[config.mk]
export PLATFORM = sky130hd
export DESIGN_NAME = icache_plru
export DESIGN_NICKNAME = d
export VERILOG_FILES = /design/src/icache_cfg_pkg.sv /design/src/icache_plru.sv
export SDC_FILE = /design/constraint.sdc
export NUM_CORES = 1
export LEC_CHECK = 0
export ABC_AREA = 1
export BUFFER_PORTS_ARGS = -buffer_cell sky130_fd_sc_hd__buf_2
export CORE_MARGIN = 4
export CORE_UTILIZATION = 27
export DETAILED_ROUTE_END_ITERATION = 8
export SYNTH_ARGS = -nofsm -noshare
export SYNTH_HDL_FRONTEND = slang
export SYNTH_SLANG_ARGS = --single-unit
[constraint.sdc]
create_clock -name clk -period 9.3 [get_ports clk]
set_clock_uncertainty 0.05 [all_clocks]
set_input_delay 2.325 -clock clk [delete_from_list [all_inputs] [get_ports clk]]
set_output_delay 2.325 -clock clk [all_outputs]
set_load 0.005 [all_outputs]
[src/icache_cfg_pkg.sv]
package icache_cfg_pkg;

    // fetch address and word geometry
    localparam int ADDR_W = 32;
    localparam int WORD_W = 32;

    // one line is four instruction words
    localparam int LINE_WORDS = 4;
    localparam int NUM_SETS = 64;

    // address split, tag | index | offset
    localparam int OFFSET_W = $clog2(LINE_WORDS * WORD_W / 8);
    localparam int INDEX_W = $clog2(NUM_SETS);
    localparam int TAG_W = ADDR_W - INDEX_W - OFFSET_W;

    typedef logic [INDEX_W-1:0] index_t;
    typedef logic [TAG_W-1:0] tag_t;

    // word 0 sits in the low bits
    typedef logic [LINE_WORDS-1:0][WORD_W-1:0] line_t;

endpackage
[src/icache_plru.sv]
`timescale 1ns/1ps

module icache_plru #(
    parameter int NUM_WAYS = 4
) (
    input logic clk,
    input logic rst,
    input icache_cfg_pkg::index_t set_index,
    input logic touch,
    input logic [$clog2(NUM_WAYS)-1:0] touch_way,
    output logic [$clog2(NUM_WAYS)-1:0] victim_way
);
    import icache_cfg_pkg::*;

    localparam int LVL = $clog2(NUM_WAYS);

    // heap order, node 0 is the root; a bit set means go right
    logic [NUM_WAYS-2:0] tree_q [NUM_SETS];
    logic [NUM_WAYS-2:0] cur;
    logic [NUM_WAYS-2:0] nxt;

    assign cur = tree_q[set_index];

    always_comb begin
        int vnode;
        vnode = 0;
        victim_way = '0;
        for (int lvl = 0; lvl < LVL; lvl++) begin
            victim_way[LVL-1-lvl] = cur[vnode];
            vnode = 2 * vnode + 1 + int'(cur[vnode]);
        end
    end

    // point every node on the path away from the touched way
    always_comb begin
        int tnode;
        tnode = 0;
        nxt = cur;
        for (int lvl = 0; lvl < LVL; lvl++) begin
            nxt[tnode] = ~touch_way[LVL-1-lvl];
            tnode = 2 * tnode + 1 + int'(touch_way[LVL-1-lvl]);
        end
    end

    always_ff @(posedge clk or posedge rst) begin
        if (rst) begin
            for (int s = 0; s < NUM_SETS; s++) begin
                tree_q[s] <= '0;
            end
        end else if (touch) begin
            tree_q[set_index] <= nxt;
        end
    end

    // a touched way never comes straight back as the victim
    victim_not_touched: assert property (
        @(posedge clk) disable iff (rst)
        touch |=> (set_index != $past(set_index)) || (victim_way != $past(touch_way))
    );

endmodule

==> impl_metrics.xml, run 1 <==
<?xml version="1.0" encoding="UTF-8"?>
<metrics>
  <group name="finish">
    <metric name="largest-register" unit="">tree_q</metric>
    <metric name="most_common_cell_after_layout_fill_and_taps_aside" unit="">sky130_fd_sc_hd__nand2_1</metric>
    <metric name="post_route_cells_drive_above_1_share" unit="">0.0448</metric>
    <metric name="area_growth_syn_to_layout" unit="%">9.78</metric>
    <metric name="largest_reg_flops" unit="">192</metric>
    <metric name="number_of_antenna_diodes" unit="">0</metric>
    <metric name="reg.largest.list" unit="">tree_q x192</metric>
    <metric name="final_net_count" unit="">1427</metric>
    <metric name="final_cell_mix" unit="">673 x sky130_fd_sc_hd__nand2_1, 192 x sky130_fd_sc_hd__dfrtp_1, 157 x sky130_fd_sc_hd__nand3_1, 121 x sky130_fd_sc_hd__inv_1, 90 x sky130_fd_sc_hd__o21ai_0</metric>
  </group>
  <group name="die">
    <metric name="core.rowCount" unit="">70</metric>
    <metric name="design.core.area" unit="um2">36500</metric>
    <metric name="die_h" unit="um">200</metric>
    <metric name="start_util" unit="">0.273</metric>
    <metric name="die_x" unit="um">200</metric>
    <metric name="floorplan.io_pins" unit="">13</metric>
    <metric name="die_area" unit="um2">40100</metric>
  </group>
  <group name="logic_synthesis">
    <metric name="synth_fp_nets" unit="">1452</metric>
    <metric name="synthXorXnorAreaFrac" unit="">0</metric>
    <metric name="synth_top_area_cell" unit="">sky130_fd_sc_hd__dfrtp_1</metric>
    <metric name="synth_area_per_cell" unit="um2">6.92</metric>
    <metric name="netlist.area_leader.share" unit="">0.482</metric>
    <metric name="synthesis.area" unit="um2">9980</metric>
    <metric name="number_of_register_bits_inferred_by_synthesis" unit="">192</metric>
    <metric name="post_synth_and_or_nand_nor_area_fraction" unit="">0.380</metric>
    <metric name="synth_adder_area_share" unit="">0</metric>
    <metric name="synth.top_cells.by_area" unit="">sky130_fd_sc_hd__dfrtp_1 48%, sky130_fd_sc_hd__nand2_1 25%, sky130_fd_sc_hd__nand3_1 7.9%, sky130_fd_sc_hd__inv_1 4.6%, sky130_fd_sc_hd__o21ai_0 4.5%</metric>
    <metric name="netlist-cell-type-count" unit="">21</metric>
    <metric name="synth_cells" unit="">1441</metric>
    <metric name="synth_top_family_by_area" unit="">simple AND/OR/NAND/NOR gates</metric>
    <metric name="synth_compound_area_frac" unit="">0.0594</metric>
    <metric name="synth-warning-count" unit="">0</metric>
    <metric name="mux_cell_area_share_after_synthesis" unit="">0</metric>
    <metric name="synth.yosys.seq_area_share" unit="">0.482</metric>
  </group>
  <group name="placement">
    <metric name="place_hpwl" unit="mm">17.9</metric>
    <metric name="io_buffers" unit="">12</metric>
    <metric name="dp_slack" unit="ns">2.05</metric>
    <metric name="finalWeightedCongestion" unit="">0.859</metric>
  </group>
  <group name="clocking">
    <metric name="total_setup_buffers_inserted_after_cts" unit="">0</metric>
    <metric name="worst_skew_pair.late_latency" unit="ns">0.44</metric>
    <metric name="cts_htree_levels" unit="">4</metric>
    <metric name="ctsRootBufferMaster" unit="">sky130_fd_sc_hd__clkbuf_16</metric>
    <metric name="tritoncts_num_sinks" unit="">192</metric>
    <metric name="clock_tree_from_tritoncts" unit="">yes</metric>
    <metric name="clock_path_buffers" unit="">2</metric>
    <metric name="tritoncts.num_buffers" unit="">17</metric>
    <metric name="ctsHoldBuffers" unit="">0</metric>
    <metric name="ctsResizeCount" unit="">0</metric>
    <metric name="worst_setup_hold_path_clk_slew" unit="ns">0.06</metric>
  </group>
  <group name="sta">
    <metric name="grt_setup_unrepaired" unit="">no</metric>
    <metric name="max_freq" unit="MHz">137</metric>
    <metric name="timing_worst_slew_pin_value" unit="ns">1.05</metric>
    <metric name="setup_viol_count_final" unit="">0</metric>
    <metric name="finalHoldViolCount" unit="">0</metric>
    <metric name="drv_slew" unit="">0</metric>
    <metric name="setup-tns-final" unit="ns">0</metric>
    <metric name="worst_slew_margin_rel" unit="">0.300</metric>
    <metric name="timing.final.ws_setup" unit="ns">2.01</metric>
    <metric name="timing.final.crit_share" unit="">0.784</metric>
    <metric name="minimum_period_implied_by_the_final_worst_setup_slack" unit="ns">7.29</metric>
  </group>
  <group name="run">
    <metric name="max-cap-violations" unit="">0</metric>
  </group>
  <group name="grt">
    <metric name="grt_util_all_layers" unit="">0.152</metric>
    <metric name="grt_first_pass_wirelength" unit="mm">49.6</metric>
    <metric name="grt_antenna_before_repair" unit="">0</metric>
    <metric name="grt.overflow.total" unit="">0</metric>
    <metric name="grt_start_max_net_pins" unit="">128</metric>
    <metric name="first_global_vias" unit="">9178</metric>
  </group>
  <group name="power">
    <metric name="irDropWorstVdd" unit="uV">132</metric>
    <metric name="powerDensity" unit="nW/um2">184</metric>
    <metric name="power.leakage" unit="uW">0.00561</metric>
    <metric name="total_power" unit="uW">2020</metric>
  </group>
  <group name="critical_path">
    <metric name="max_stage_delay" unit="ns">0.58</metric>
    <metric name="critical_path.cell_chain" unit="">buf_4 &gt; inv_2 &gt; buf_4 &gt; nand2_1 &gt; nand2_1 &gt; nand2_1 &gt; nand2_1 &gt; nand2_1 &gt; nand2_1 &gt; nand2_1 &gt; nand2_1 &gt; nor2_1 &gt; nand2_1 &gt; nand3_1 &gt; nand2_1 &gt; buf_2</metric>
    <metric name="biggest_fanout_along_the_worst_timing_path" unit="">53</metric>
    <metric name="worstSetupStartpointType" unit="">input pin</metric>
    <metric name="critical_path_required" unit="ns">6.93</metric>
    <metric name="end_kind" unit="">output port</metric>
    <metric name="critical_path.most_common_cell" unit="">sky130_fd_sc_hd__nand2_1</metric>
    <metric name="timing.critical_path.slowest_stage_cell" unit="">sky130_fd_sc_hd__buf_4</metric>
    <metric name="worst-setup-path-type" unit="">in2out</metric>
    <metric name="critical_path_arrival" unit="ns">4.91</metric>
  </group>
  <group name="drt">
    <metric name="detail-route-antenna-nets" unit="">0</metric>
    <metric name="avgRoutedWirePerCell" unit="um">16.0</metric>
    <metric name="drc" unit="">0</metric>
    <metric name="viasPerCell" unit="">4.87</metric>
    <metric name="first_iter_violations" unit="">967</metric>
    <metric name="routed_vias" unit="">9228</metric>
    <metric name="detail_route.first_pass.iterations" unit="">6</metric>
    <metric name="wl" unit="mm">30.3</metric>
  </group>
  <group name="run_status">
    <metric name="status" unit="">finished clean</metric>
  </group>
  <group name="min_path">
    <metric name="type_of_the_most_critical_hold_path" unit="">reg2reg</metric>
  </group>
</metrics>
[cells in the mapped netlist (all sizes together)]
master,n
nand2,675
nand4,8
dfrtp,192
nand3,159
buf,41
inv,125
nor2,86
or2,4
o211ai,7
nor4,2
nor3,8
clkbuf,26
a21oi,10
o21ai,98
[through the flow]
| step | std cells | cell area (um2) | utilization | hold slack (ns) |
|---|---|---|---|---|
| global placement | 1865 | 10400 | 0.285 | 0.408 |
| global route | 1896 | 11000 | 0.300 | 0.448 |
| finish | 1896 | 11000 | 0.300 | 0.429 |
| detailed placement | 1865 | 10400 | 0.285 | 0.414 |
| floorplan | 1441 | 9980 | - | 0.392 |
| CTS | 1896 | 11000 | 0.300 | 0.431 |
[area by class of cell]
type	count	area, um2
Clock buffer	19	443
Clock inverter	12	110
Fill cell	3896	25600
Inverter	125	477
Multi-Input combinational cell	1057	4390
Sequential cell	192	4800
Tap cell	468	586
Timing Repair Buffer	23	145
[worst max-delay path: cells and delay by family]
| family | cells | cell delay (ns) |
|---|---|---|
| buf+inv | 4 | 1.52 |
| simple gates | 12 | 1.00 |
[cells by family after synthesis]
group,Yosys count
AOI/OAI and AO/OA,115
DFF,192
buffers and inverters,192
and+or+nand+nor,942
[where the power goes]
part           leakage [uW]  internal (uW)  switching (uW)
sequential          0.00250            943            59.7
clock              0.000262            376             338
combinational       0.00285           91.2             212
[metal layers]
| layer | vias to the layer above | track usage | share of wire |
|---|---|---|---|
| li1 | 4430 | - | - |
| met1 | 4422 | 0.202 | 0.44 |
| met2 | 331 | 0.254 | 0.48 |
| met3 | 45 | 0.0327 | 0.066 |
| met4 | 0 | 0.0366 | 0.015 |
| met5 | - | 0 | 0 |
[worst paths after layout]
path,from,endpoint,slack [ns],depth (start not counted)
min in group asynchronous,rst,tree_q[153]$_DFFE_PP0P_,2.01,2
max in group asynchronous,rst,tree_q[65]$_DFFE_PP0P_,5.76,3
hold reg to reg,tree_q[115]$_DFFE_PP0P_,tree_q[115]$_DFFE_PP0P_,0.43,2
setup reg to reg,tree_q[142]$_DFFE_PP0P_,tree_q[112]$_DFFE_PP0P_,6.40,10
hold / removal,tree_q[115]$_DFFE_PP0P_,tree_q[115]$_DFFE_PP0P_,0.43,2
setup / recovery,set_index[0],victim_way[0],2.01,16
Power figures use the tool's default switching activity.
==> run 2, diff against run 1 <==
- ABC_AREA: 1 -> 0
- clock period: 9.3 -> 7.3 ns (I/O delays scaled with it)
==> impl_metrics.xml, run 2 <==
<?xml version="1.0" encoding="UTF-8"?>
<metrics>
  <group name="sta">
    <metric name="drv_slew" unit="">0</metric>
    <metric name="grt_setup_unrepaired" unit="">no</metric>
    <metric name="timing.final.crit_share" unit="">0.898</metric>
    <metric name="setup-tns-final" unit="ns">0</metric>
    <metric name="minimum_period_implied_by_the_final_worst_setup_slack" unit="ns">6.56</metric>
    <metric name="finalHoldViolCount" unit="">0</metric>
    <metric name="max_freq" unit="MHz">152</metric>
    <metric name="worst_slew_margin_rel" unit="">0.167</metric>
    <metric name="setup_viol_count_final" unit="">0</metric>
    <metric name="timing_worst_slew_pin_value" unit="ns">1.25</metric>
  </group>
  <group name="critical_path">
    <metric name="timing.critical_path.slowest_stage_cell" unit="">sky130_fd_sc_hd__buf_2</metric>
    <metric name="critical_path.cell_chain" unit="">buf_2 &gt; buf_4 &gt; buf_4 &gt; mux2_2 &gt; a221oi_1 &gt; a311oi_1 &gt; o21bai_1 &gt; nor4b_4 &gt; mux2i_1 &gt; buf_2</metric>
    <metric name="timing.rr.start" unit="">tree_q[172]$_DFFE_PP0P_</metric>
    <metric name="crit_buf_inv" unit="">4</metric>
    <metric name="worst-setup-path-type" unit="">in2out</metric>
    <metric name="critical_path_required" unit="ns">5.43</metric>
    <metric name="biggest_fanout_along_the_worst_timing_path" unit="">27</metric>
    <metric name="worstSetupStartpointType" unit="">input pin</metric>
    <metric name="critical_path_arrival" unit="ns">4.68</metric>
    <metric name="timing.critical_path.max_delay_family" unit="">buffers and inverters</metric>
    <metric name="max_stage_delay" unit="ns">0.56</metric>
    <metric name="end_kind" unit="">output port</metric>
    <metric name="crit_start" unit="">set_index[1]</metric>
  </group>
  <group name="clocking">
    <metric name="clock_tree_from_tritoncts" unit="">yes</metric>
    <metric name="clock_path_buffers" unit="">2</metric>
    <metric name="tritoncts.num_buffers" unit="">17</metric>
    <metric name="worst_setup_hold_path_clk_slew" unit="ns">0.07</metric>
    <metric name="ctsHoldBuffers" unit="">0</metric>
    <metric name="tritoncts_num_sinks" unit="">192</metric>
    <metric name="ctsResizeCount" unit="">0</metric>
    <metric name="ctsRootBufferMaster" unit="">sky130_fd_sc_hd__clkbuf_16</metric>
    <metric name="cts_htree_levels" unit="">4</metric>
    <metric name="worst_skew_pair.late_latency" unit="ns">0.44</metric>
    <metric name="total_setup_buffers_inserted_after_cts" unit="">0</metric>
  </group>
  <group name="logic_synthesis">
    <metric name="synth-warning-count" unit="">0</metric>
    <metric name="number_of_enable_flip_flop_cells_after_synthesis" unit="">0</metric>
    <metric name="synth_top_area_cell" unit="">sky130_fd_sc_hd__dfrtp_1</metric>
    <metric name="ffs_w_async_s_r_synth" unit="">1.00</metric>
    <metric name="yosysMostFrequentCell" unit="">sky130_fd_sc_hd__nand2_1</metric>
    <metric name="number_of_register_bits_inferred_by_synthesis" unit="">192</metric>
    <metric name="synth_cells" unit="">861</metric>
    <metric name="synth.yosys.seq_area_share" unit="">0.533</metric>
    <metric name="ys_dominant_reg_cell" unit="">sky130_fd_sc_hd__dfrtp_1</metric>
    <metric name="synthesis.area" unit="um2">9010</metric>
    <metric name="netlist.area_leader.share" unit="">0.533</metric>
    <metric name="synth.top_cells.by_area" unit="">sky130_fd_sc_hd__dfrtp_1 53%, sky130_fd_sc_hd__mux2_2 9.1%, sky130_fd_sc_hd__nand2_1 8.9%, sky130_fd_sc_hd__o21ai_0 7.1%, sky130_fd_sc_hd__mux4_2 5.0%</metric>
    <metric name="post_synth_most_frequent_cells" unit="">213 x sky130_fd_sc_hd__nand2_1, 192 x sky130_fd_sc_hd__dfrtp_1, 128 x sky130_fd_sc_hd__o21ai_0, 73 x sky130_fd_sc_hd__mux2_2, 36 x sky130_fd_sc_hd__nor2_1</metric>
    <metric name="synth_area_per_cell" unit="um2">10.5</metric>
    <metric name="netlist-cell-type-count" unit="">48</metric>
    <metric name="synth_fp_nets" unit="">872</metric>
  </group>
  <group name="die">
    <metric name="core.rowCount" unit="">66</metric>
    <metric name="floorplan.io_pins" unit="">13</metric>
    <metric name="design.core.area" unit="um2">32700</metric>
    <metric name="die_x" unit="um">191</metric>
    <metric name="die_area" unit="um2">36400</metric>
    <metric name="die_h" unit="um">191</metric>
    <metric name="start_util" unit="">0.276</metric>
  </group>
  <group name="finish">
    <metric name="largest-register" unit="">tree_q</metric>
    <metric name="final_cell_mix" unit="">213 x sky130_fd_sc_hd__nand2_1, 192 x sky130_fd_sc_hd__dfrtp_1, 128 x sky130_fd_sc_hd__o21ai_0, 73 x sky130_fd_sc_hd__mux2_2, 36 x sky130_fd_sc_hd__nor2_1</metric>
    <metric name="area_growth_syn_to_layout" unit="%">11.9</metric>
    <metric name="finish.instance_area" unit="um2">10100</metric>
    <metric name="post_route_cells_drive_above_1_share" unit="">0.185</metric>
    <metric name="reg.largest.list" unit="">tree_q x192</metric>
    <metric name="final_net_count" unit="">874</metric>
    <metric name="largest_reg_flops" unit="">192</metric>
    <metric name="most_common_cell_after_layout_fill_and_taps_aside" unit="">sky130_fd_sc_hd__nand2_1</metric>
    <metric name="number_of_antenna_diodes" unit="">0</metric>
  </group>
  <group name="power">
    <metric name="p_sw_frac" unit="">0.274</metric>
    <metric name="power.leakage" unit="uW">0.00437</metric>
    <metric name="power_frac_clock" unit="">0.354</metric>
    <metric name="power_report.internal_total" unit="uW">1810</metric>
    <metric name="seqPwrFrac" unit="">0.513</metric>
    <metric name="powerDensity" unit="nW/um2">248</metric>
    <metric name="p_sw" unit="uW">685</metric>
    <metric name="irDropWorstVdd" unit="uV">164</metric>
    <metric name="total_power" unit="uW">2500</metric>
    <metric name="combPwrFrac" unit="">0.133</metric>
  </group>
  <group name="grt">
    <metric name="grt.overflow.total" unit="">0</metric>
    <metric name="grt_util_all_layers" unit="">0.141</metric>
    <metric name="first_global_vias" unit="">6587</metric>
    <metric name="grt_first_pass_wirelength" unit="mm">39.6</metric>
    <metric name="grt_antenna_before_repair" unit="">2</metric>
    <metric name="grt_start_max_net_pins" unit="">143</metric>
  </group>
  <group name="placement">
    <metric name="place_area" unit="um2">9540</metric>
    <metric name="io_buffers" unit="">12</metric>
    <metric name="finalWeightedCongestion" unit="">0.855</metric>
    <metric name="place_hpwl" unit="mm">16.8</metric>
  </group>
  <group name="drt">
    <metric name="detail_route.first_pass.iterations" unit="">7</metric>
    <metric name="detail-route-antenna-nets" unit="">0</metric>
    <metric name="drc" unit="">0</metric>
    <metric name="viasPerCell" unit="">5.04</metric>
    <metric name="first_iter_violations" unit="">644</metric>
    <metric name="routed_vias" unit="">6636</metric>
    <metric name="avgRoutedWirePerCell" unit="um">18.9</metric>
    <metric name="wl" unit="mm">25.0</metric>
  </group>
  <group name="run">
    <metric name="max-cap-violations" unit="">0</metric>
  </group>
  <group name="min_path">
    <metric name="type_of_the_most_critical_hold_path" unit="">reg2reg</metric>
    <metric name="hold_path.startpoint" unit="">tree_q[27]$_DFFE_PP0P_</metric>
  </group>
  <group name="run_status">
    <metric name="status" unit="">finished clean</metric>
  </group>
</metrics>
[run 2: cell count changes after synthesis, moves of 8 or more]
cell	before	now
sky130_fd_sc_hd__a22oi_1	0	11
sky130_fd_sc_hd__mux2_2	0	73
sky130_fd_sc_hd__nand2_1	675	213
sky130_fd_sc_hd__a21oi_1	10	23
sky130_fd_sc_hd__o21ai_0	90	128
sky130_fd_sc_hd__mux4_2	0	20
sky130_fd_sc_hd__nor2_1	86	36
sky130_fd_sc_hd__inv_1	122	5
sky130_fd_sc_hd__buf_2	31	15
sky130_fd_sc_hd__o21ai_1	8	0
sky130_fd_sc_hd__mux2i_1	0	21
sky130_fd_sc_hd__a221oi_1	0	14
sky130_fd_sc_hd__nand3_1	157	14
[run 2: logic make-up after synthesis]
family | synth area share
flops | 0.533
compound gates | 0.129
simple gates | 0.139
buf+inv | 0.0315
mux | 0.167
[run 2: path summary, 6_finish.rpt]
| kind | endpoint | slack [ns] | cells after the start |
|---|---|---|---|
| worst max-delay path | victim_way[0] | 0.74 | 10 |
| worst max register to register | tree_q[55]$_DFFE_PP0P_ | 4.25 | 8 |
| max in group asynchronous | tree_q[147]$_DFFE_PP0P_ | 4.40 | 3 |
| worst min register to register | tree_q[27]$_DFFE_PP0P_ | 0.43 | 2 |
| worst min-delay path | tree_q[27]$_DFFE_PP0P_ | 0.43 | 2 |
| min in group asynchronous | tree_q[77]$_DFFE_PP0P_ | 1.56 | 2 |
[run 2: cell type report]
cell class                 instances  area [um2]
fill                            3397       22600
clock inverter                     8        56.3
tap                              442         553
sequential                       192        4800
clock buffer                      23         488
inverter                           6        30.0
timing repair buffer              33         218
multi-input combinational        613        3930
[run 2: power by group through the flow]
stage	sequential [uW]	clock (uW)	combinational, uW
floorplan	1260	0	252
global placement	1300	0	326
detailed placement	1300	0	336
CTS	1280	894	336
global route	1290	939	373
finish	1280	882	333
[run 2: stage by stage]
step           std cells  hold WS, ns  setup WS, ns   util
2_1_floorplan        861        0.393         0.198      -
3_3_place_gp        1286        0.404         0.748  0.292
3_5_place_dp        1286        0.416         0.744  0.292
4_1_cts             1317        0.433         0.732  0.308
5_1_grt             1317        0.455         0.572  0.308
6_report            1317        0.428         0.742  0.308
[run 2: per-layer routing]
metal,GRT usage,share of wire
met1,0.197,0.46
met2,0.212,0.45
met3,0.0383,0.063
met4,0.0448,0.026
met5,0,0.00052
[run 2: worst reg2reg max path, stage by stage (launching register included)]
cell and delay [ns]:
sky130_fd_sc_hd__dfrtp_1 0.38, sky130_fd_sc_hd__mux2_2 0.29, sky130_fd_sc_hd__a221oi_1 0.30, sky130_fd_sc_hd__o22ai_1 0.14
sky130_fd_sc_hd__a22oi_1 0.30, sky130_fd_sc_hd__and4b_1 0.27, sky130_fd_sc_hd__mux2_2 0.58, sky130_fd_sc_hd__buf_4 0.43
sky130_fd_sc_hd__o21ai_0 0.18
