[src/icache_cfg_pkg.sv]
package icache_cfg_pkg;

    // fetch address and word geometry
    localparam int ADDR_W = 32;
    localparam int WORD_W = 32;

    // one line is four instruction words
    localparam int LINE_WORDS = 4;
    localparam int NUM_SETS = 64;

    // address split, tag | index | offset
    localparam int OFFSET_W = $clog2(LINE_WORDS * WORD_W / 8);
    localparam int INDEX_W = $clog2(NUM_SETS);
    localparam int TAG_W = ADDR_W - INDEX_W - OFFSET_W;

    typedef logic [INDEX_W-1:0] index_t;
    typedef logic [TAG_W-1:0] tag_t;

    // word 0 sits in the low bits
    typedef logic [LINE_WORDS-1:0][WORD_W-1:0] line_t;

endpackage
[src/icache_bus_pkg.sv]
package icache_bus_pkg;

    // read address channel, a single handshake per line
    typedef struct packed {
        logic [icache_cfg_pkg::ADDR_W-1:0] addr; // line aligned
        logic [7:0] len; // beats minus one
    } mem_ar_t;

    // read data beat, no back-pressure
    typedef struct packed {
        logic [icache_cfg_pkg::WORD_W-1:0] data;
        logic last;
    } mem_r_t;

    // shared write port into the way arrays
    typedef struct packed {
        icache_cfg_pkg::index_t index;
        icache_cfg_pkg::tag_t tag;
        logic valid;
        icache_cfg_pkg::line_t line;
        logic data_we; // clear on fence invalidate
    } way_wr_t;

endpackage

[src/icache_ctrl.sv]
`timescale 1ns/1ps

module icache_ctrl #(
    parameter int NUM_WAYS = 4
) (
    input logic clk,
    input logic rst,
    input logic req_valid,
    input logic [icache_cfg_pkg::ADDR_W-1:0] req_addr,
    output logic req_ready,
    output logic resp_valid,
    output icache_cfg_pkg::line_t resp_line,
    output logic ar_valid,
    output icache_bus_pkg::mem_ar_t ar,
    input logic ar_ready,
    input logic r_valid,
    input icache_bus_pkg::mem_r_t r,
    input logic fence_req,
    output logic fence_done,
    output icache_cfg_pkg::index_t rd_index,
    output icache_cfg_pkg::tag_t lookup_tag,
    input logic [NUM_WAYS-1:0] way_hit,
    input icache_cfg_pkg::line_t way_line [NUM_WAYS],
    output icache_bus_pkg::way_wr_t wr,
    output logic [NUM_WAYS-1:0] wr_sel,
    output icache_cfg_pkg::index_t plru_index,
    output logic plru_touch,
    output logic [$clog2(NUM_WAYS)-1:0] plru_way,
    input logic [$clog2(NUM_WAYS)-1:0] victim_way
);
    import icache_cfg_pkg::*;
    import icache_bus_pkg::*;

    localparam int WAY_W = $clog2(NUM_WAYS);
    localparam int BEAT_W = $clog2(LINE_WORDS);

    typedef enum logic [1:0] {IDLE, LOOKUP, MISS, REFILL} state_t;

    typedef struct packed {
        tag_t tag;
        index_t index;
    } req_buf_t;

    state_t state;
    req_buf_t req_q;
    logic run; // low only while in reset
    logic refill_resp;
    logic [WAY_W-1:0] miss_way;
    logic [BEAT_W-1:0] beat;
    line_t line_buf;
    line_t fill_line;
    logic fence_active;
    index_t fence_idx;

    logic accept, any_hit, lookup_hit, refill_en, fence_start;
    logic [WAY_W-1:0] hit_way;
    way_wr_t fill_wr, fence_wr;

    always_comb begin
        hit_way = '0;
        for (int i = 0; i < NUM_WAYS; i++) begin
            if (way_hit[i]) begin
                hit_way = WAY_W'(i);
            end
        end
    end

    assign any_hit = |way_hit;
    assign lookup_hit = (state == LOOKUP) && any_hit;
    assign refill_en = (state == REFILL) && r_valid && r.last;
    assign fence_start = (state == IDLE) && fence_req && !fence_active;

    // a hit in LOOKUP frees the pipe for the next fetch
    assign req_ready = run && (((state == IDLE) && !fence_active && !fence_req) || lookup_hit);
    assign accept = req_valid && req_ready;

    assign resp_valid = lookup_hit || refill_resp;
    assign resp_line = refill_resp ? line_buf : way_line[hit_way];

    // keep reads off the set being written
    assign rd_index = (|wr_sel) ? index_t'(wr.index + 1'b1) : req_addr[OFFSET_W +: INDEX_W];
    assign lookup_tag = req_q.tag;

    assign ar_valid = (state == MISS);
    assign ar.addr = {req_q.tag, req_q.index, {OFFSET_W{1'b0}}};
    assign ar.len = 8'(LINE_WORDS - 1);

    // last beat goes straight into the array along with the buffer
    always_comb begin
        fill_line = line_buf;
        fill_line[beat] = r.data;
    end

    assign fill_wr = '{index: req_q.index, tag: req_q.tag, valid: 1'b1,
                       line: fill_line, data_we: 1'b1};
    assign fence_wr = '{index: fence_idx, tag: '0, valid: 1'b0, line: '0, data_we: 1'b0};
    assign wr = fence_active ? fence_wr : fill_wr;
    assign wr_sel = fence_active ? '1 : (refill_en ? (NUM_WAYS'(1) << miss_way) : '0);

    assign plru_index = req_q.index;
    assign plru_touch = lookup_hit || refill_en;
    assign plru_way = refill_en ? miss_way : hit_way;

    always_ff @(posedge clk or posedge rst) begin
        if (rst) begin
            state <= IDLE;
            run <= 1'b0;
            refill_resp <= 1'b0;
            miss_way <= '0;
            beat <= '0;
            fence_active <= 1'b0;
            fence_idx <= '0;
            fence_done <= 1'b0;
        end else begin
            run <= 1'b1;
            refill_resp <= refill_en;
            fence_done <= fence_active && (&fence_idx);
            case (state)
                IDLE: begin
                    if (accept) begin
                        state <= LOOKUP;
                    end
                end
                LOOKUP: begin
                    if (!any_hit) begin
                        state <= MISS;
                        miss_way <= victim_way;
                    end else if (!accept) begin
                        state <= IDLE;
                    end
                end
                MISS: begin
                    if (ar_ready) begin
                        state <= REFILL;
                        beat <= '0;
                    end
                end
                REFILL: begin
                    if (r_valid) begin
                        beat <= beat + 1'b1;
                        if (r.last) begin
                            state <= IDLE;
                        end
                    end
                end
                default: state <= IDLE;
            endcase
            // sweep one set per cycle, counter wraps back to 0
            if (fence_start) begin
                fence_active <= 1'b1;
            end else if (fence_active && (&fence_idx)) begin
                fence_active <= 1'b0;
            end
            if (fence_active) begin
                fence_idx <= fence_idx + 1'b1;
            end
        end
    end

    always_ff @(posedge clk) begin
        if (accept) begin
            req_q.tag <= req_addr[ADDR_W-1 -: TAG_W];
            req_q.index <= req_addr[OFFSET_W +: INDEX_W];
        end
        if ((state == REFILL) && r_valid) begin
            line_buf[beat] <= r.data;
        end
    end

    hit_onehot: assert property (
        @(posedge clk) disable iff (rst)
        (state == LOOKUP) |-> $onehot0(way_hit)
    );

    beat_in_refill: assert property (
        @(posedge clk) disable iff (rst)
        r_valid |-> (state == REFILL)
    );

endmodule

[config.mk]
export PLATFORM = sky130hd
export DESIGN_NAME = icache_ctrl
export DESIGN_NICKNAME = d
export VERILOG_FILES = /design/src/icache_cfg_pkg.sv /design/src/icache_bus_pkg.sv /design/src/icache_ctrl.sv
export SDC_FILE = /design/constraint.sdc
export NUM_CORES = 1
export LEC_CHECK = 0
export BUFFER_PORTS_ARGS = -buffer_cell sky130_fd_sc_hd__clkbuf_2
export CAP_MARGIN = 20
export CORE_AREA = 3 3 375 377
export DETAILED_ROUTE_END_ITERATION = 8
export DIE_AREA = 0 0 378 380
export PLACE_DENSITY = 0.3
export SLEW_MARGIN = 25
export SYNTH_ARGS = -nofsm -noshare
export SYNTH_HDL_FRONTEND = slang
export SYNTH_SLANG_ARGS = --single-unit
[constraint.sdc]
create_clock -name clk -period 5.37 [get_ports clk]
set_input_delay 1.074 -clock clk [delete_from_list [all_inputs] [get_ports clk]]
set_output_delay 1.074 -clock clk [all_outputs]
set_load 0.005 [all_outputs]
==> results of run 1 <==
[state kept, by name (all words and copies together), names as in the netlist, named ones only]
signal and flops:
run 1, fence_done 1, miss_way 2, beat 2, fence_active 1, plru_index 6, line_buf 128, refill_resp 1
lookup_tag 22, fence_idx 6, state 1
[power groups by stage]
stage	clock network, mW	logic (mW)	registers (mW)
after floorplan	0	0.382	1.48
after global placement	0	0.885	1.48
after detailed placement	0	0.885	1.48
after CTS	1.49	0.888	1.45
after global routing	1.53	0.952	1.45
final	1.41	0.862	1.45
[cell type report]
type / instances / area, µm² / area share, %
Inverter: 6 / 25.0 / 0.116
Tap cell: 1794 / 2240 / 10.4
Antenna cell: 7 / 17.5 / 0.0813
Multi-Input combinational cell: 1024 / 8390 / 38.9
Timing Repair Buffer: 981 / 5160 / 24.0
Clock inverter: 9 / 135 / 0.628
Sequential cell: 172 / 5090 / 23.6
Clock buffer: 23 / 478 / 2.22
[per-stage QoR]
stage	total power, mW	hold slack, ps	instances	cell area, µm²
final	3.72	505	4016	21500
after global routing	3.93	529	4010	21500
after floorplan	1.86	458	1351	14300
after global placement	2.36	497	3977	20900
after detailed placement	2.36	496	3977	20900
after CTS	3.83	508	4009	21500
[worst min path at each step]
stage / endpoint / slack [ps]
floorplan: fence_idx[5]$_DFFE_PP0P_ / 460
global placement: fence_idx[5]$_DFFE_PP0P_ / 500
detailed placement: fence_idx[5]$_DFFE_PP0P_ / 500
CTS: fence_idx[5]$_DFFE_PP0P_ / 510
global route: fence_idx[5]$_DFFE_PP0P_ / 530
finish: fence_idx[5]$_DFFE_PP0P_ / 500
[per-layer routing]
metal	share of wire [%]	GRT usage, %	wire length, µm
met1	42	16.0	40900
met2	50	23.2	48700
met3	7.2	3.74	7040
met4	1.5	2.87	1480
met5	0.16	0	159
[cells by family (layout without fill, tap and decap cells)]
kind of cell             count (synthesis)  in the layout  share of synthesized area (%)
AO/OA/AOI/OAI                          146            146                           5.22
XOR/XNOR                                 9              9                          0.552
adder cells (fa/ha/maj)                  6              6                          0.525
buffers and inverters                  155           1019                           6.35
flip-flops                             172            172                           35.6
multiplexers                           522            522                           40.0
other                                    2             20                         0.0525
AND/OR/NAND/NOR                        328            328                           11.7
[critical path: stages]
cell and delay (ps):
sky130_fd_sc_hd__buf_8 280, sky130_fd_sc_hd__buf_12 330, sky130_fd_sc_hd__buf_4 240, sky130_fd_sc_hd__mux2i_1 340, sky130_fd_sc_hd__o21ai_1 80, sky130_fd_sc_hd__mux2_1 290
sky130_fd_sc_hd__mux2_2 260, sky130_fd_sc_hd__clkbuf_2 120
[cell usage after synthesis (8+ instances only)]
cell type / count / area share, %
sky130_fd_sc_hd__nand2_1: 144 / 3.8
sky130_fd_sc_hd__dfrtp_1: 16 / 2.8
sky130_fd_sc_hd__buf_6: 11 / 0.87
sky130_fd_sc_hd__mux2_1: 134 / 11
sky130_fd_sc_hd__mux2i_1: 128 / 9.0
sky130_fd_sc_hd__nand3_1: 8 / 0.28
sky130_fd_sc_hd__buf_4: 41 / 2.2
sky130_fd_sc_hd__buf_2: 52 / 1.8
sky130_fd_sc_hd__and2_1: 128 / 5.6
sky130_fd_sc_hd__o21ai_1: 130 / 4.6
sky130_fd_sc_hd__edfxtp_1: 156 / 33
sky130_fd_sc_hd__clkbuf_1: 40 / 1.1
sky130_fd_sc_hd__nor2b_1: 24 / 1.1
sky130_fd_sc_hd__mux2_2: 260 / 20
sky130_fd_sc_hd__nor2_1: 8 / 0.21
[cells in the final DEF (no fill, tap or decap), types with 3 or more instances in the layout]
master and n:
sky130_fd_sc_hd__a21oi_1 5, sky130_fd_sc_hd__and2_1 128, sky130_fd_sc_hd__buf_12 10, sky130_fd_sc_hd__buf_4 28, sky130_fd_sc_hd__bufinv_16 3, sky130_fd_sc_hd__clkbuf_1 3
sky130_fd_sc_hd__clkbuf_16 17, sky130_fd_sc_hd__clkbuf_2 940, sky130_fd_sc_hd__clkbuf_8 4, sky130_fd_sc_hd__clkinv_4 3, sky130_fd_sc_hd__conb_1 13, sky130_fd_sc_hd__dfrtp_1 14
sky130_fd_sc_hd__diode_2 7, sky130_fd_sc_hd__edfxtp_1 156, sky130_fd_sc_hd__inv_1 4, sky130_fd_sc_hd__mux2_1 134, sky130_fd_sc_hd__mux2_2 260, sky130_fd_sc_hd__mux2i_1 128
sky130_fd_sc_hd__nand2_1 144, sky130_fd_sc_hd__nand3_1 8, sky130_fd_sc_hd__nand4_1 3, sky130_fd_sc_hd__nor2_1 7, sky130_fd_sc_hd__nor2b_1 24, sky130_fd_sc_hd__o21ai_0 5
sky130_fd_sc_hd__o21ai_1 130, sky130_fd_sc_hd__xnor2_1 7
==> impl_summary.txt, run 1 <==
----------------------------------------------------
[Layout]
  Area added between synthesis and finish ... 50.7%
  Net count of the finished layout ... between 2000 and 3000
  Fraction of layout cells with a size suffix above 1 ... 57.9%
  Post-layout utilization of the core ... 15.7%
  Count of filler cells inserted in the layout ... between 15000 and 20000

[Routing]
  DRC ... 0
  Initial DRC count ... about 550
  Total routed wirelength ... 98300 µm
  Average wire per cell in the routed design ... 24.5 µm
  Antenna Nets Post-Route ... 0
  Vias after detailed routing ... 13945
  Count of TritonRoute iterations in the first routing pass ... 5
  DR vias/cell ... about 3.5

[Worst setup path]
  Reg2reg path depth ... 4
  Endpoint of the worst register-to-register path ... lookup_tag[6]$_DFFE_PP_
  Reg2reg setup slack ... 2850 ps
  CP Launch Type ... primary input
  Type of destination of the critical path ... output port
  Startpoint of the worst-slack reg-to-reg timing path ... fence_active$_DFFE_PP0P_
  Worst Setup EP ... resp_line[38]
  Beginning of the critical path ... way_hit[1]
  CP max FO ... 26
  Startpoint-to-endpoint class of the critical path ... primary input to output port
  Arrival time at the worst endpoint ... slightly above 3000 ps
  Data required time at the worst endpoint ... 4300 ps

[GRT]
  Vias in the first global route ... 14621
  Global-route wire length before repair ... 129000 µm
  Global Route Usage Sum ... 13.3%
  Global route overflow ... 0
  Number of antenna violations at the first check in global routing ... between 40 and 50
  Pin count of the biggest net entering global routing ... ~110

[Power and ir drop]
  Part of the power in the clock network ... between 30 and 40%
  Sequential share of power ... between 30 and 40%
  Power Internal ... 2.65 mW
  Peak supply drop ... approximately 0.15 mV
  Leakage power ... between 9 and 10 nW
  Switching Fraction ... 28.7%
  Total power per unit cell area ... between 150 and 200 nW/µm²
  Combinational group share of total power ... between 20% and 30%
  Total net switching power ... between 1 and 1.5 mW

[Yosys]
  Area of the mapped netlist ... about 14000 µm²
  Number of synthesized flops with an enable pin ... ~160
  Most common flop cell mapped by yosys ... sky130_fd_sc_hd__edfxtp_1
  Distinct cells, synth ... between 40 and 50
  Total number of yosys warnings ... 0
  Post-Synthesis Cells ... approximately 1300
  Async set or reset register ratio after synthesis ... under 10%
  Number of storage elements in the synthesis netlist ... ~170
  Proportion of synthesized chip area in sequential cells ... approximately 36%
  Mean cell area of the mapped netlist ... about 11 µm²

[STA]
  Setup slack of the critical path after layout ... 1240 ps
  Number of pins with negative max-slew slack in the final report ... 0
  Max_slew headroom ... between 30% and 40%
  Fmax achieved ... roughly 240 MHz
  Min cycle time layout ... approximately 4100 ps
  Final hold violations ... 0
  Period utilisation layout ... about three quarters
  Setup violations, final ... 0
  Worst-case clock skew ... roughly 18 ps
  Accumulated negative setup slack ... 0 ps
  Slew of the pin with the lowest slew margin ... between 1000 and 1500 ps
  Unrepaired setup endpoints after global routing ... no

[Clock tree]
  Root Buffer ... sky130_fd_sc_hd__clkbuf_16
  TritonCTS Buffers ... 17
  H-Tree Level Count ... 4
  CTS Sinks ... 172
  Reg clk slew, reported paths ... approximately 70 ps
  Clock latency on the worst-skew pair ... about 520 ps
  Worst-case clock buffer depth ... 2
  Number of instances resized during post-cts repair ... 0
  CTS tree ... done
  Number of buffers inserted for hold repair after clock tree synthesis ... 0
  Post-CTS Setup Inserts ... 0

[Die]
  Core ar. ... 137000 µm²
  # rows ... between 100 and 150
  Initial core utilization ... a little over 10%
  Die Area ... about 140000 µm²
  I/O pin total ... 960
  Die H ... roughly 380 µm
  Horiz. Die Dim ... about 380 µm

[Place]
  Post-placement worst setup slack ... between 1000 and 1500 ps
  Last weighted congestion value of the routability-driven placer ... 0.853
  Sum of net half-perimeters after detailed placement ... 82600 µm
  Number of port buffers ... roughly 940

[Hold path]
  Hold Path Class ... flip-flop to flip-flop
  Worst hold path cell count ... 1
  Start point of the worst hold path ... fence_idx[5]$_DFFE_PP0P_

[Status]
  Status ... finished clean

[Job]
  Max_cap viols ... 0

----------------------------------------------------
Power figures use the tool's default switching activity.
==> run 2, diff against run 1 <==
ABC_AREA = 1   (was not set)
CORE_AREA = 3 3 377 379   (was 3 3 375 377)
DIE_AREA = 0 0 380 382   (was 0 0 378 380)
clock period = 3.4 ns   (was 5.37 ns; I/O delays follow)
==> run 2 against run 1 <==
Combinational power rose to 4.3 times the previous value; largest power group is now combinational logic; critical path type is now flip-flop to output port; sequential share of layout area up 0.40 points; clock-buffer cell count down 6; first-iteration DRC count up 70%; final area down 1.7%; die area up 1.1%; sequential cell count unchanged; hold slack worse by 260 ps; highest routed layer unchanged; synthesized area down 5.1%; synthesized cell count up 56%.
==> impl_summary.txt, run 2 <==
----------------------------------------------------
[Clock tree]
  Root Buffer ... sky130_fd_sc_hd__clkbuf_16 (unchanged)
  CTS tree ... done (unchanged)
  CTS Sinks ... 172 (unchanged)
  H-Tree Level Count ... 4 (unchanged)
  Post-CTS Setup Inserts ... 0 (unchanged)
  Reg clk slew, reported paths ... 80 ps (was 70 ps)
  Clock latency on the worst-skew pair ... 530 ps (was 520 ps)
  TritonCTS Buffers ... 17 (unchanged)
  Worst-case clock buffer depth ... 2 (unchanged)

[Worst setup path]
  Critical Path Max Stage Delay ... 550 ps (was 340 ps)
  Slowest CP cell ... sky130_fd_sc_hd__a21oi_1 (was sky130_fd_sc_hd__mux2i_1)
  Buf+Inv Stages, Crit Path ... 3 (was 4)
  Reg2reg path depth ... 5 (was 4)
  Type of destination of the critical path ... output port (unchanged)
  Data required time at the worst endpoint ... 2720 ps (was 4300 ps)
  CP Launch Type ... flip-flop (was primary input)
  Endpoint of the worst register-to-register path ... line_buf[85]$_DFFE_PN_ (was lookup_tag[6]$_DFFE_PP_)
  CP max FO ... 19 (was 26)
  Startpoint of the worst-slack reg-to-reg timing path ... state[0]$_DFFE_PP0P_ (was fence_active$_DFFE_PP0P_)
  Arrival time at the worst endpoint ... 2570 ps (was 3060 ps)
  Cell breakdown of the critical path ... inv_1 > ha_2 > buf_4 > nand2_1 > a21oi_1 > clkbuf_2 (was buf_8 > buf_12 > buf_4 > mux2i_1 > o21ai_1 > mux2_1 > mux2_2 > clkbuf_2)
  Startpoint-to-endpoint class of the critical path ... flip-flop to output port (was primary input to output port)
  Category of cells accounting for the largest share of critical-path delay ... buffers and inverters (unchanged)
  Reg2reg setup slack ... 1440 ps (was 2850 ps)

[Job]
  Max_cap viols ... 0 (unchanged)

[Yosys]
  Proportion of synthesized chip area in sequential cells ... 37.5% (was 35.6%)
  Number of synthesized flops with an enable pin ... 156 (unchanged)
  Distinct cells, synth ... 30 (was 43)
  Area share of the largest cell type after synthesis ... 34.5% (was 32.8%)
  Post-synth top area cell ... sky130_fd_sc_hd__edfxtp_1 (unchanged)
  Most common cell in the netlist ... sky130_fd_sc_hd__nor2_1 (was sky130_fd_sc_hd__mux2_2)
  Area of the mapped netlist ... 13600 µm² (was 14300 µm²)
  Async set or reset register ratio after synthesis ... 9.30% (unchanged)
  Total number of yosys warnings ... 0 (unchanged)
  Most frequent cells after synthesis ... sky130_fd_sc_hd__nor2_1, sky130_fd_sc_hd__nand2_1, sky130_fd_sc_hd__edfxtp_1 (was sky130_fd_sc_hd__mux2_2, sky130_fd_sc_hd__edfxtp_1, sky130_fd_sc_hd__nand2_1)
  Mean cell area of the mapped netlist ... 6.47 µm² (was 10.7 µm²)
  Top area cells in the synthesized netlist ... sky130_fd_sc_hd__edfxtp_1, sky130_fd_sc_hd__nor2_1, sky130_fd_sc_hd__nand2_1, sky130_fd_sc_hd__a31oi_1, sky130_fd_sc_hd__o21ai_1 (was sky130_fd_sc_hd__edfxtp_1, sky130_fd_sc_hd__mux2_2, sky130_fd_sc_hd__mux2_1, sky130_fd_sc_hd__mux2i_1, sky130_fd_sc_hd__and2_1)
  Post-Synthesis Cells ... 2095 (was 1340)
  Most common flop cell mapped by yosys ... sky130_fd_sc_hd__edfxtp_1 (unchanged)
  Number of storage elements in the synthesis netlist ... 172 (unchanged)

[STA]
  Setup violations, final ... 0 (unchanged)
  Final hold violations ... 0 (unchanged)
  Fmax achieved ... ~310 MHz
  Min cycle time layout ... about 3200 ps
  Number of pins with negative max-slew slack in the final report ... 0 (unchanged)
  Max_slew headroom ... 38.2% (was 32.3%)
  Worst-case clock skew ... 13.7 ps (was 17.8 ps)
  Period utilisation layout ... approximately 96%
  Slew of the pin with the lowest slew margin ... 927 ps (was 1010 ps)
  Accumulated negative setup slack ... 0 ps (unchanged)
  Unrepaired setup endpoints after global routing ... no (unchanged)

[GRT]
  Pin count of the biggest net entering global routing ... 78 (was 111)
  Global Route Usage Sum ... 15.7% (was 13.3%)
  Global route overflow ... 0 (unchanged)
  Vias in the first global route ... 18156 (was 14621)
  Global-route wire length before repair ... 156000 µm (was 129000 µm)
  Number of antenna violations at the first check in global routing ... 20 (was 45)

[Die]
  Die Area ... 145000 µm² (was 144000 µm²)
  Die H ... 382 µm (was 380 µm)
  Initial core utilization ... 9.74% (was 10.4%)
  Core ar. ... 139000 µm² (was 137000 µm²)
  # rows ... 137 (was 136)
  I/O pin total ... 960 (unchanged)
  Horiz. Die Dim ... 380 µm (was 378 µm)

[Power and ir drop]
  Total power per unit cell area ... 414 nW/µm² (was 173 nW/µm²)
  Power consumption ... 8.77 mW (was 3.72 mW)
  Leakage power ... 10.0 nW (was 9.03 nW)
  Peak supply drop ... 0.449 mV (was 0.147 mV)

[Routing]
  Total routed wirelength ... 119000 µm (was 98300 µm)
  Vias after detailed routing ... 18014 (was 13945)
  Antenna Nets Post-Route ... 0 (unchanged)
  Average wire per cell in the routed design ... 24.5 µm (about the same)
  Initial DRC count ... 940 (was 552)
  DRC ... 0 (unchanged)
  DR vias/cell ... 3.72 (was 3.47)
  Count of TritonRoute iterations in the first routing pass ... 4 (was 5)

[Layout]
  Most common cell after layout, fill and taps aside ... sky130_fd_sc_hd__clkbuf_2 (unchanged)
  Area added between synthesis and finish ... 56.1% (was 50.7%)
  Fraction of layout cells with a size suffix above 1 ... 36.3% (was 57.9%)
  Count of filler cells inserted in the layout ... 16458 (was 15709)
  Max FFs per register ... 128 (unchanged)
  Reg with most FFs ... line_buf (unchanged)
  Leading cell types in the layout, fill and taps excluded ... sky130_fd_sc_hd__clkbuf_2, sky130_fd_sc_hd__nor2_1, sky130_fd_sc_hd__nand2_1, sky130_fd_sc_hd__edfxtp_1, sky130_fd_sc_hd__o21ai_1 (was sky130_fd_sc_hd__clkbuf_2, sky130_fd_sc_hd__mux2_2, sky130_fd_sc_hd__edfxtp_1, sky130_fd_sc_hd__nand2_1, sky130_fd_sc_hd__mux2_1)
  Net count of the finished layout ... 3546 (was 2797)

[Place]
  Number of port buffers ... 943 (unchanged)
  Last weighted congestion value of the routability-driven placer ... 0.904 (was 0.853)
  Sum of net half-perimeters after detailed placement ... 94500 µm (was 82600 µm)

[Status]
  Status ... finished clean (unchanged)

[Hold path]
  Hold Path Class ... primary input to async pin (was flip-flop to flip-flop)

----------------------------------------------------
==> run 2: worst max path at each step <==
stage / from / endpoint / slack (ps) / cells past startpoint
floorplan: r_valid / line_buf[0]$_DFFE_PN_ / 320 / 2
global placement: way_hit[1] / resp_line[81] / 340 / 8
detailed placement: way_hit[1] / resp_line[81] / 350 / 8
CTS: beat[0]$_DFFE_PP0P_ / wr[26] / 90 / 6
global route: beat[0]$_DFFE_PP0P_ / wr[26] / 9 / 6
finish: beat[0]$_DFFE_PP0P_ / wr[26] / 150 / 6
==> run 2: cell type report <==
| type | count | area, µm² | area share (%) |
|---|---|---|---|
| antenna | 3 | 7.51 | 0.0355 |
| clock buffer | 17 | 425 | 2.01 |
| clock inverter | 15 | 160 | 0.756 |
| inverter | 55 | 231 | 1.09 |
| multi-input combinational | 1679 | 7300 | 34.5 |
| sequential | 172 | 5090 | 24.0 |
| tap | 1876 | 2350 | 11.1 |
| timing repair buffer | 1026 | 5610 | 26.5 |
==> run 2: through the flow <==
| stage | hold slack (ps) | cell area, µm² | utilization (%) | cells | worst slack, ps |
|---|---|---|---|---|---|
| after floorplan | 477 | 13600 | - | 2106 | 322 |
| after detailed placement | 506 | 20600 | 14.8 | 4808 | 346 |
| after global placement | 509 | 20600 | 14.8 | 4808 | 342 |
| final | 246 | 21200 | 15.2 | 4843 | 153 |
| after CTS | 228 | 21200 | 15.2 | 4840 | 86.2 |
| after global routing | 263 | 21200 | 15.2 | 4840 | 9.47 |
==> run 2: worst register-to-register path: stages, from the launching register on <==
cell                         delay [ps]
sky130_fd_sc_hd__dfrtp_1            460
sky130_fd_sc_hd__nand2_2            140
sky130_fd_sc_hd__inv_1               90
sky130_fd_sc_hd__nand2_1            130
sky130_fd_sc_hd__clkinvlp_4         380
sky130_fd_sc_hd__buf_12             320
==> run 2: cell families (layout without fill, tap and decap cells) <==
kind of cell    Yosys count  in the layout  share of synthesized area [%]
buf+inv                 255           1113                           9.04
simple gates           1115           1115                           31.3
fa+ha+maj                 6              6                          0.554
xor+xnor                  6              6                          0.388
compound gates          539            539                           21.2
other cells               2             16                         0.0554
flops                   172            172                           37.5
==> run 2: layer usage <==
| layer | global-route usage [%] | up-vias | routed length, µm |
|---|---|---|---|
| met1 | 19.2 | 8606 | 50100 |
| met2 | 27.9 | 691 | 59600 |
| li1 | - | 8653 | - |
| met3 | 3.86 | 62 | 7240 |
| met4 | 3.24 | 2 | 1880 |
| met5 | 0 | - | 12 |
==> run 2: power breakdown <==
part	internal, mW	leakage (nW)	switching [mW]
combinational	1.19	8.14	2.49
sequential	2.72	1.60	0.167
clock	1.09	0.282	1.10
total	5.01	10.0	3.76
==> run 2: repair_timing <==
| action | 4_1_cts | 5_1_grt |
|---|---|---|
| endpoints found under the setup margin | 0 | 5 |
| hold buffers | 0 | 0 |
| gates resized for setup | 0 | 1 |
| hold endpoints to repair | 0 | 0 |
==> run 3, diff against run 2 <==
CORE_AREA = 3 3 370 372   (was 3 3 377 379)
DIE_AREA = 0 0 373 375   (was 0 0 380 382)
clock period = 3.32 ns   (was 3.4 ns; I/O delays follow)
==> run 3 against run 2 <==
Clock skew decreased by 3.6 ps; first-iteration DRC count increased by 18%; power increased by 3.7%; sequential cell count unchanged.
==> impl_summary.txt, run 3 (synthesis gave the netlist of run 2 again) <==
----------------------------------------------------
[Place]
  Total instance count after detailed placement ... 4713 (was 4808)
  Last weighted congestion value of the routability-driven placer ... 0.865 (was 0.904)
  Number of port buffers ... 943 (unchanged)
  Sum of net half-perimeters after detailed placement ... 93900 µm (was 94500 µm)

[GRT]
  Pin count of the biggest net entering global routing ... 86 (was 78)
  Global route overflow ... 0 (unchanged)
  Global Route Usage Sum ... 16.2% (was 15.7%)
  Vias in the first global route ... 18275 (was 18156)
  Number of antenna violations at the first check in global routing ... 15 (was 20)
  Global-route wire length before repair ... 156000 µm (about the same)

[STA]
  Final hold violations ... 0 (unchanged)
  Number of pins with negative max-slew slack in the final report ... 0 (unchanged)
  Min cycle time layout ... between 3000 and 4000 ps
  Worst-case clock skew ... 10.2 ps (was 13.7 ps)
  Period utilisation layout ... a little over nine tenths
  Slew of the pin with the lowest slew margin ... 757 ps (was 927 ps)
  Accumulated negative setup slack ... 0 ps (unchanged)
  Max_slew headroom ... 49.5% (was 38.2%)
  Unrepaired setup endpoints after global routing ... no (unchanged)
  Fmax achieved ... 315 MHz
  Setup violations, final ... 0 (unchanged)

[Worst setup path]
  CP max FO ... 19 (unchanged)
  Type of destination of the critical path ... output port (unchanged)
  Arrival time at the worst endpoint ... 2510 ps (was 2570 ps)
  Beginning of the critical path ... beat[0]$_DFFE_PP0P_ (unchanged)
  Data required time at the worst endpoint ... 2660 ps (was 2720 ps)
  Startpoint of the worst-slack reg-to-reg timing path ... state[0]$_DFFE_PP0P_ (unchanged)
  Startpoint-to-endpoint class of the critical path ... flip-flop to output port (unchanged)
  CP Launch Type ... flip-flop (unchanged)

[Clock tree]
  Clock latency on the worst-skew pair ... 530 ps (about the same)
  Worst-case clock buffer depth ... 2 (unchanged)
  CTS Sinks ... 172 (unchanged)
  Root Buffer ... sky130_fd_sc_hd__clkbuf_16 (unchanged)
  H-Tree Level Count ... 4 (unchanged)
  TritonCTS Buffers ... 17 (unchanged)
  CTS tree ... done (unchanged)
  Number of buffers inserted for hold repair after clock tree synthesis ... 0 (unchanged)
  Reg clk slew, reported paths ... 80 ps (about the same)

[Status]
  Status ... finished clean (unchanged)

[Routing]
  Average wire per cell in the routed design ... 24.7 µm (was 24.5 µm)
  Initial DRC count ... 1109 (was 940)
  DRC ... 0 (unchanged)
  Total routed wirelength ... 118000 µm (was 119000 µm)
  Vias after detailed routing ... 18052 (was 18014)
  Count of TritonRoute iterations in the first routing pass ... 5 (was 4)
  DR vias/cell ... 3.80 (was 3.72)
  Antenna Nets Post-Route ... 0 (unchanged)

[Die]
  I/O pin total ... 960 (unchanged)
  Initial core utilization ... 10.1% (was 9.74%)
  Horiz. Die Dim ... 373 µm (was 380 µm)
  Die Area ... 140000 µm² (was 145000 µm²)
  Core ar. ... 134000 µm² (was 139000 µm²)
  Die H ... 375 µm (was 382 µm)
  # rows ... 134 (was 137)

[Hold path]
  Hold Path Class ... primary input to async pin (unchanged)

[Power and ir drop]
  Leakage power ... 10.1 nW (was 10.0 nW)
  Power Internal ... 5.22 mW (was 5.01 mW)
  Part of the power in the clock network ... 24.6% (was 25.0%)
  Total net switching power ... 3.87 mW (was 3.76 mW)
  Peak supply drop ... 0.469 mV (was 0.449 mV)
  Sequential share of power ... 32.8% (was 33.0%)
  Total power per unit cell area ... 429 nW/µm² (was 414 nW/µm²)
  Switching Fraction ... 42.5% (was 42.9%)
  Combinational group share of total power ... 42.6% (was 42.0%)

[Layout]
  Fraction of layout cells with a size suffix above 1 ... 36.6% (was 36.3%)
  Post-layout utilization of the core ... 15.8% (was 15.2%)
  Max FFs per register ... 128 (unchanged)
  Reg with most FFs ... line_buf (unchanged)
  Leading cell types in the layout, fill and taps excluded ... sky130_fd_sc_hd__clkbuf_2, sky130_fd_sc_hd__nor2_1, sky130_fd_sc_hd__nand2_1, sky130_fd_sc_hd__edfxtp_1, sky130_fd_sc_hd__o21ai_1 (unchanged)
  Area added between synthesis and finish ... 56.2% (was 56.1%)
  Final std cells w/o fill ... 4753 (was 4843)
  Most common cell after layout, fill and taps aside ... sky130_fd_sc_hd__clkbuf_2 (unchanged)
  Net count of the finished layout ... 3563 (was 3546)

[Job]
  Max_cap viols ... 0 (unchanged)

----------------------------------------------------
run 3: area by class of cell:
class                      instances  area [µm²]
tap                             1768        2210
clock buffer                      17         425
sequential                       172        5090
multi-input combinational       1679        7300
inverter                          55         240
fill                           15784      112000
antenna                            5        12.5
clock inverter                    14         145
timing repair buffer            1043        5750
run 3: critical path, stage by stage (launching register included):
cell	delay, ps
sky130_fd_sc_hd__dfrtp_1	400
sky130_fd_sc_hd__inv_1	110
sky130_fd_sc_hd__ha_2	270
sky130_fd_sc_hd__inv_1	160
sky130_fd_sc_hd__buf_4	290
sky130_fd_sc_hd__nand2_1	120
sky130_fd_sc_hd__a21oi_1	380
sky130_fd_sc_hd__clkbuf_2	230
run 3: power by group through the flow:
stage	Sequential [mW]	Clock, mW	Combinational, mW
global placement	3.04	0	3.91
finish	2.98	2.24	3.87
detailed placement	3.04	0	3.89
CTS	2.99	2.40	3.97
floorplan	2.94	0	1.94
global route	3.01	2.43	4.37
run 3: metrics by stage:
stage               total power, mW  hold slack [ps]  instance area (µm²)  setup WS [ps]
global placement               6.95              511                20500            345
detailed placement             6.93              510                20500            346
finish                         9.09              237                21200            148
CTS                            9.36              228                21200           1.52
global route                   9.81              257                21200           9.79
floorplan                      4.88              477                13600            258
run 3: metal layers:
metal / part of all wire (%) / vias to the layer above / global-route usage (%)
met1: 42 / 8630 / 19.9
met4: 1.2 / 4 / 3.35
met3: 5.8 / 48 / 3.49
li1: - / 8686 / -
met2: 51 / 684 / 29.1
met5: 0.023 / - / 0
run 3: path summary, 6_finish.rpt:
path / to / slack (ps) / depth (start not counted)
setup / recovery: wr[84] / 150 / 7
setup reg to reg: line_buf[73]$_DFFE_PN_ / 1270 / 5
hold reg to reg: fence_idx[0]$_DFFE_PP0P_ / 520 / 2
max in group asynchronous: fence_active$_DFFE_PP0P_ / 2530 / 2
min in group clk: lookup_tag[5]$_DFFE_PP_ / 310 / 1
hold / removal: miss_way[0]$_DFFE_PP0P_ / 240 / 2
run 3: what timing repair did:
action / 4_1_cts / 5_1_grt
endpoints found under the setup margin: 3 / 2
setup buffers: 4 / 0
hold endpoints to repair: 0 / 0
gates resized for setup: 3 / 2
pin swaps: 0 / 0
